**src/rtl/fir_cfg.svh**
```systemverilog
`ifndef FIR_CFG_SVH
`define FIR_CFG_SVH

`define FIR_TAPS      16                 // Must be even
`define FIR_HALF      (`FIR_TAPS / 2)    // Taps per MAC engine
`define FIR_SAMPLE_W  16
`define FIR_COEF_W    16
`define FIR_ACC_W     40
`define FIR_SHIFT     15                 // Q15 coefficients
`define FIR_ADR_W     8                  // Wishbone word address width
`define FIR_DAT_W     32

`define FIR_ADR_STATUS  8'h00
`define FIR_ADR_SAMPLE  8'h01
`define FIR_ADR_RESULT  8'h02
`define FIR_ADR_COEF    8'h10            // Coefficient 0, the rest follow

`endif

```
**src/rtl/fir_pkg.sv**
```systemverilog
`include "fir_cfg.svh"

package fir_pkg;

	typedef logic signed [`FIR_SAMPLE_W-1:0] sample_t;
	typedef logic signed [`FIR_COEF_W-1:0]   coef_t;
	typedef logic signed [`FIR_ACC_W-1:0]    acc_t;

	// Index 0 holds the newest sample
	typedef sample_t [`FIR_TAPS-1:0] sample_vec_t;
	typedef coef_t   [`FIR_TAPS-1:0] coef_vec_t;

	typedef struct packed {
		logic                  cyc;
		logic                  stb;
		logic                  we;
		logic [`FIR_ADR_W-1:0] adr;
		logic [`FIR_DAT_W-1:0] dat;
	} wb_req_t;

	typedef struct packed {
		logic                  ack;
		logic [`FIR_DAT_W-1:0] dat;
	} wb_rsp_t;

	typedef struct packed {
		logic valid;
		acc_t sum;
	} part_sum_t;

	typedef enum logic [2:0] {REG_STATUS, REG_SAMPLE, REG_RESULT, REG_COEF, REG_NONE} reg_sel_e;

	typedef enum logic [1:0] {FIR_IDLE, FIR_PUSH, FIR_BUSY} fir_state_e;

endpackage

```
**src/rtl/tap_delay_line.sv**
```systemverilog
`timescale 1ns/1ns
`include "fir_cfg.svh"

module tap_delay_line
	import fir_pkg::*;
(
	input  logic        clk,
	input  logic        reset,
	input  logic        shift_en,
	input  sample_t     shift_sample,
	output sample_vec_t taps
);

	// Every stage is visible at once, so the MACs can index any of them
	always_ff @(posedge clk or posedge reset)
	begin
		if (reset)
		begin
			taps <= '0;
		end
		else if (shift_en)
		begin
			taps <= {taps[`FIR_TAPS-2:0], shift_sample};    // Oldest falls off the top
		end
	end

endmodule

```
**src/rtl/partial_mac.sv**
```systemverilog
`timescale 1ns/1ns
`include "fir_cfg.svh"

module partial_mac
	import fir_pkg::*;
(
	input  logic                     clk,
	input  logic                     reset,
	input  logic                     start,
	input  sample_t [`FIR_HALF-1:0]  taps,
	input  coef_t   [`FIR_HALF-1:0]  coefs,
	output part_sum_t                part
);

	localparam int CNT_W = $clog2(`FIR_HALF);

	logic [CNT_W-1:0] cnt;
	logic             run;
	logic             valid_q;
	acc_t             acc_q;
	acc_t             prod;

	// One tap per cycle, selected by the step counter
	assign prod = acc_t'(taps[cnt]) * acc_t'(coefs[cnt]);

	// ~~~~~~~~~~~~~~~~~~~~~~~~~~~~~~~~~~~~~~~~~~~~~~~~~~~~~~~~~~~~~~~~~~~~~~~~~~~~
	// Start loads product 0, the last step lands FIR_HALF cycles after start
	// ~~~~~~~~~~~~~~~~~~~~~~~~~~~~~~~~~~~~~~~~~~~~~~~~~~~~~~~~~~~~~~~~~~~~~~~~~~~~
	always_ff @(posedge clk or posedge reset)
	begin
		if (reset)
		begin
			cnt     <= '0;
			run     <= 1'b0;
			valid_q <= 1'b0;
			acc_q   <= '0;
		end
		else
		begin
			valid_q <= 1'b0;
			if (start)
			begin
				acc_q <= prod;                  // cnt idles at zero
				cnt   <= CNT_W'(1);
				run   <= 1'b1;
			end
			else if (run)
			begin
				acc_q <= acc_q + prod;
				if (cnt == CNT_W'(`FIR_HALF-1))
				begin
					cnt     <= '0;
					run     <= 1'b0;
					valid_q <= 1'b1;
				end
				else
				begin
					cnt <= cnt + CNT_W'(1);
				end
			end
		end
	end

	assign part.valid = valid_q;
	assign part.sum   = acc_q;

endmodule

```
**src/rtl/sum_combiner.sv**
```systemverilog
`timescale 1ns/1ns
`include "fir_cfg.svh"

module sum_combiner
	import fir_pkg::*;
(
	input  logic      clk,
	input  logic      reset,
	input  part_sum_t part_new,
	input  part_sum_t part_old,
	output sample_t   result,
	output logic      result_valid
);

	localparam acc_t SAT_MAX = acc_t'((64'sd1 <<< (`FIR_SAMPLE_W-1)) - 64'sd1);
	localparam acc_t SAT_MIN = -SAT_MAX - acc_t'(1);

	acc_t    total;
	acc_t    scaled;
	sample_t sat;

	always_comb
	begin
		total  = part_new.sum + part_old.sum;
		scaled = total >>> `FIR_SHIFT;          // Arithmetic, rounds toward minus infinity
		if (scaled > SAT_MAX)
			sat = sample_t'(SAT_MAX);
		else if (scaled < SAT_MIN)
			sat = sample_t'(SAT_MIN);
		else
			sat = sample_t'(scaled);
	end

	// Result holds until the next pair of partial sums
	always_ff @(posedge clk or posedge reset)
	begin
		if (reset)
		begin
			result       <= '0;
			result_valid <= 1'b0;
		end
		else
		begin
			result_valid <= part_new.valid && part_old.valid;
			if (part_new.valid && part_old.valid)
				result <= sat;
		end
	end

endmodule

```
**src/rtl/fir_wb_regs.sv**
```systemverilog
`timescale 1ns/1ns
`include "fir_cfg.svh"

module fir_wb_regs
	import fir_pkg::*;
(
	input  logic      clk,
	input  logic      reset,
	input  wb_req_t   wb_req,
	output wb_rsp_t   wb_rsp,
	output logic      shift_en,
	output sample_t   shift_sample,
	output logic      start,
	output coef_vec_t coefs,
	input  sample_t   result,
	input  logic      result_valid
);

	localparam int IDX_W = $clog2(`FIR_TAPS);

	reg_sel_e              sel;
	fir_state_e            state;
	logic [`FIR_ADR_W-1:0] coef_off;
	logic [IDX_W-1:0]      coef_idx;
	logic                  busy;
	logic                  res_flag;
	logic                  ack_q;
	logic                  accept;
	logic [`FIR_DAT_W-1:0] rdat;
	logic [`FIR_DAT_W-1:0] rdat_q;

	assign coef_off = wb_req.adr - `FIR_ADR_W'(`FIR_ADR_COEF);
	assign coef_idx = coef_off[IDX_W-1:0];

	always_comb
	begin
		if (wb_req.adr == `FIR_ADR_STATUS)
			sel = REG_STATUS;
		else if (wb_req.adr == `FIR_ADR_SAMPLE)
			sel = REG_SAMPLE;
		else if (wb_req.adr == `FIR_ADR_RESULT)
			sel = REG_RESULT;
		else if (wb_req.adr >= `FIR_ADR_COEF && wb_req.adr < `FIR_ADR_COEF + `FIR_TAPS)
			sel = REG_COEF;
		else
			sel = REG_NONE;
	end

	// ~~~~~~~~~~~~~~~~~~~~~~~~~~~~~~~~~~~~~~~~~~~~~~~~~~~~~~~~~~~~~~~~~~~~~~~~~~~~
	// Handshake, a sample write waits for FIR_IDLE
	// ~~~~~~~~~~~~~~~~~~~~~~~~~~~~~~~~~~~~~~~~~~~~~~~~~~~~~~~~~~~~~~~~~~~~~~~~~~~~
	assign busy   = (state != FIR_IDLE);
	assign accept = wb_req.cyc && wb_req.stb && !ack_q
		&& !(wb_req.we && sel == REG_SAMPLE && busy);

	assign shift_en     = accept && wb_req.we && sel == REG_SAMPLE;    // Shifts on the ack edge
	assign shift_sample = sample_t'(wb_req.dat[`FIR_SAMPLE_W-1:0]);
	assign start        = (state == FIR_PUSH);

	always_comb
	begin
		case (sel)
			REG_STATUS: rdat = {{(`FIR_DAT_W-2){1'b0}}, res_flag, busy};
			REG_RESULT: rdat = {{(`FIR_DAT_W-`FIR_SAMPLE_W){result[`FIR_SAMPLE_W-1]}}, result};
			REG_COEF:   rdat = {{(`FIR_DAT_W-`FIR_COEF_W){1'b0}}, coefs[coef_idx]};
			default:    rdat = '0;    // Sample register is write only
		endcase
	end

	always_ff @(posedge clk or posedge reset)
	begin
		if (reset)
		begin
			state    <= FIR_IDLE;
			ack_q    <= 1'b0;
			res_flag <= 1'b0;
		end
		else
		begin
			ack_q <= accept;
			case (state)
				FIR_IDLE: if (shift_en) state <= FIR_PUSH;
				FIR_PUSH: state <= FIR_BUSY;
				FIR_BUSY: if (result_valid) state <= FIR_IDLE;
				default:  state <= FIR_IDLE;
			endcase
			if (result_valid)
				res_flag <= 1'b1;    // A new result wins over a read on the same edge
			else if (accept && !wb_req.we && sel == REG_RESULT)
				res_flag <= 1'b0;
		end
	end

	always_ff @(posedge clk)
	begin
		if (accept && wb_req.we && sel == REG_COEF)
			coefs[coef_idx] <= coef_t'(wb_req.dat[`FIR_COEF_W-1:0]);
		if (accept)
			rdat_q <= rdat;
	end

	assign wb_rsp.ack = ack_q;
	assign wb_rsp.dat = rdat_q;

endmodule

```
**src/rtl/fir_wb_top.sv**
```systemverilog
`timescale 1ns/1ns
`include "fir_cfg.svh"

module fir_wb_top
	import fir_pkg::*;
(
	input  logic    clk,
	input  logic    reset,
	input  wb_req_t wb_req,
	output wb_rsp_t wb_rsp
);

	logic        shift_en;
	sample_t     shift_sample;
	sample_vec_t taps;
	logic        start;
	coef_vec_t   coefs;
	part_sum_t   part_new;
	part_sum_t   part_old;
	sample_t     result;
	logic        result_valid;

	fir_wb_regs regs0 (
		.clk(clk), .reset(reset),
		.wb_req(wb_req), .wb_rsp(wb_rsp),
		.shift_en(shift_en), .shift_sample(shift_sample),
		.start(start), .coefs(coefs),
		.result(result), .result_valid(result_valid)
	);

	tap_delay_line line0 (
		.clk(clk), .reset(reset),
		.shift_en(shift_en), .shift_sample(shift_sample), .taps(taps)
	);

	// Newest half of the history
	partial_mac mac_new (
		.clk(clk), .reset(reset), .start(start),
		.taps(taps[`FIR_HALF-1:0]), .coefs(coefs[`FIR_HALF-1:0]), .part(part_new)
	);

	partial_mac mac_old (
		.clk(clk), .reset(reset), .start(start),
		.taps(taps[`FIR_TAPS-1:`FIR_HALF]), .coefs(coefs[`FIR_TAPS-1:`FIR_HALF]),
		.part(part_old)
	);

	sum_combiner comb0 (
		.clk(clk), .reset(reset),
		.part_new(part_new), .part_old(part_old),
		.result(result), .result_valid(result_valid)
	);

endmodule

```
**config.mk**
```make
export PLATFORM = sky130hd
export DESIGN_NAME = fir_wb_top
export DESIGN_NICKNAME = d
export VERILOG_FILES = /design/src/rtl/fir_pkg.sv /design/src/rtl/tap_delay_line.sv /design/src/rtl/partial_mac.sv /design/src/rtl/sum_combiner.sv /design/src/rtl/fir_wb_regs.sv /design/src/rtl/fir_wb_top.sv
export VERILOG_INCLUDE_DIRS = /design/src /design/src/rtl
export SDC_FILE = /design/constraint.sdc
export NUM_CORES = 2
export LEC_CHECK = 0
export ABC_AREA = 1
export BUFFER_PORTS_ARGS = -buffer_cell sky130_fd_sc_hd__buf_2
export CORE_ASPECT_RATIO = 0.7
export CORE_MARGIN = 8
export CORE_UTILIZATION = 39
export DETAILED_ROUTE_END_ITERATION = 12
export PLACE_DENSITY = 0.61
export SLEW_MARGIN = 20
export SYNTH_ARGS = -nofsm -noshare
export SYNTH_HDL_FRONTEND = slang
export SYNTH_SLANG_ARGS = --single-unit
```
**constraint.sdc**
```tcl
create_clock -name clk -period 17.3 [get_ports clk]
set_clock_uncertainty 0.15 [all_clocks]
set_input_delay 5.19 -clock clk [delete_from_list [all_inputs] [get_ports clk]]
set_output_delay 5.19 -clock clk [all_outputs]
set_load 0.005 [all_outputs]
```
==> impl_metrics.json <==
{
  "status": "finished, final reports clean",
  "synth_top_area_share_pct": 18.9,
  "first_iter_violations": 4959,
  "post_cts_buffers": 0,
  "grt_pass1_wl_microns": 276000,
  "rows": 116,
  "cp_num_cells": 36,
  "slew_headroom_pct": 20.9,
  "synth.cell_area_sq_um": 55800,
  "cp-end-kind": "flip-flop",
  "synth_edf_count": 273,
  "drt_first_pass_iters": 6,
  "synth.largest_area_cell": "fa_1",
  "crit_family": "adder cells",
  "post_cts_resized": 0,
  "wl_per_cell_microns": 20.4,
  "cpMostUsedCell": "fa_1",
  "critPathMaxFanout": 83,
  "area_growth_pct": 7.81,
  "ys_ff_latch": 640,
  "cts_tree": "built",
  "avgViaCountPerCell": 5.36,
  "clk_pin_slew_ns": 0.06,
  "die_y_microns": 333,
  "cts.path.max_buffers": 3,
  "path_buf_inv": 7,
  "die_x_microns": 468,
  "fin_nets": 7707,
  "syn_area_per_cell_sq_um": 8.09,
  "worst_pin_slew_ns": 1.19,
  "port_buffers": 61,
  "pin_count": 78,
  "setup_tns_ns": 0,
  "max_cap_violations": 0,
  "startpoint_type": "flip-flop",
  "worstSetupPathType": "flip-flop to flip-flop",
  "yosysUniqueCellTypes": 56,
  "whs_path_depth": 2,
  "cts.sinks": 640,
  "ys_warn_count": 0,
  "nFillCells": 14371,
  "reg2regPathDepth": 36,
  "netlist_instances": 6901,
  "hold_path.class": "flip-flop to flip-flop",
  "critPathArrivalTime_ns": 12.35,
  "slowest_stage": "fa_1",
  "synthTopCellsByArea": "fa_1 (19%), dfrtp_1 (16%), edfxtp_1 (15%)",
  "setup_viol": 0,
  "drc_errors": 0,
  "cts_buffers": 67,
  "cts.hold.buffers_added": 0,
  "core_sq_um": 143000,
  "cts_max_level": 3,
  "track_usage_pct": 22.7,
  "worstPathRequired_ns": 17.71,
  "grt-ovfl-total": 0,
  "async_flop_share_pct": 57.3,
  "synth-seq-area-share_pct": 31.1,
  "yosysMostFrequentCell": "nand2_1",
  "hpwl_microns": 135000,
  "synth_fp_nets": 7764,
  "hold_violations": 0,
  "vias": 47132,
  "grt_pass1_vias": 45182,
  "gp_congestion": 0.967,
  "grt_setup_unrepaired": "no",
  "max_stage_delay_ns": 0.95,
  "wl_microns": 179000,
  "synthTopCellsByCount": "nand2_1 (1,318), inv_1 (1,159), nor2_1 (769)",
  "finalWorstPathRequiredPeriod_ns": 11.95,
  "antenna_found_initial": 8,
  "clk_latency_ns": 0.66,
  "period_share_pct": 69.1,
  "start_util_pct": 39.2,
  "grt_max_degree": 136,
  "antenna_left": 0,
  "dieArea_sq_um": 156000,
  "drive_above_1_share_pct": 5.25,
  "synth-main-ff-cell": "dfrtp_1",
  "root_buffer": "clkbuf_16",
  "fmax_mhz": 83.7,
  "slew_violations": 0
}
==> metrics by stage <==
stage	hold slack [ns]	cells	setup WS [ns]	util [%]	area, sq um
floorplan	0.278	6901	1.77	-	55800
global placement	0.313	8663	5.67	40.7	58100
detailed placement	0.316	8663	5.54	40.7	58100
CTS	0.335	8784	5.52	42.2	60200
global route	0.350	8787	4.52	42.2	60200
finish	0.334	8788	5.35	42.2	60200
==> area by class of cell <==
class	count	area [sq um]	area share, %
Clock buffer	87	1830	3.03
Multi-Input combinational cell	4806	32900	54.7
Timing Repair Buffer	140	911	1.51
Sequential cell	640	17400	28.9
Inverter	1189	4480	7.44
Tap cell	1888	2360	3.92
Clock inverter	34	305	0.507
Antenna cell	4	10.0	0.0166
==> path summary, 6_finish.rpt <==
path	from	end	slack, ns
min in group asynchronous	reset	line0.taps[243]	4.51
setup reg to reg	mac_old.cnt[0]	mac_old.acc_q[39]	5.35
hold reg to reg	line0.taps[251]	line0.taps[251]	0.33
max in group asynchronous	reset	line0.taps[131]	10.92
hold / removal	line0.taps[251]	line0.taps[251]	0.33
setup / recovery	mac_old.cnt[0]	mac_old.acc_q[39]	5.35
==> routing by layer <==
layer | track usage [%] | vias up | share of wire [%]
met5 | 0.526 | - | 0.062
met1 | 35.7 | 22826 | 48
met3 | 5.18 | 215 | 10
li1 | - | 22050 | -
met4 | 4.66 | 2 | 2.1
met2 | 31.3 | 2039 | 40
==> cells by family after synthesis <==
logic type,share of synthesized area [%]
simple gates,17.0
fa+ha+maj,25.4
compound gates,14.8
buf+inv,10.1
xor+xnor,1.63
flops,31.1
==> placed cells by master (no fill, tap or decap), types with 30 or more instances in the layout <==
cell type     n
dfrtp_1     363
xnor2_1      43
a31oi_1      41
nand4_1      39
fa_1        526
buf_4        78
a21oi_1     319
o21ai_1     103
o21ai_0     704
ha_1        292
o22ai_1     205
nor2_1      767
edfxtp_1    273
clkbuf_16    68
inv_1      1155
nor3_1       30
o21ai_2      31
nand2_1    1316
buf_2        61
xor2_1       59
nand3_1     142
==> flip-flops by register name (all words and copies together) (netlist names), 2 cells and up <==
| register | count |
|---|---|
| mac_old.cnt | 3 |
| mac_new.cnt | 3 |
| comb0.result | 16 |
| mac_old.acc_q | 40 |
| mac_new.acc_q | 40 |
| line0.taps | 256 |
| regs0.rdat_q | 17 |
| regs0.coefs | 256 |
| regs0.state | 2 |
==> worst register-to-register path, delay by kind of cell (launching register included) <==
family          cells  cell delay, ns
xor+xnor            1            0.89
simple gates        7            1.16
fa+ha+maj           8            4.28
flops               1            0.41
buf+inv             7            2.38
compound gates     13            2.57
Power is not shown: default switching activity piles up to over one toggle a cycle in this logic, so the estimate is an artifact.
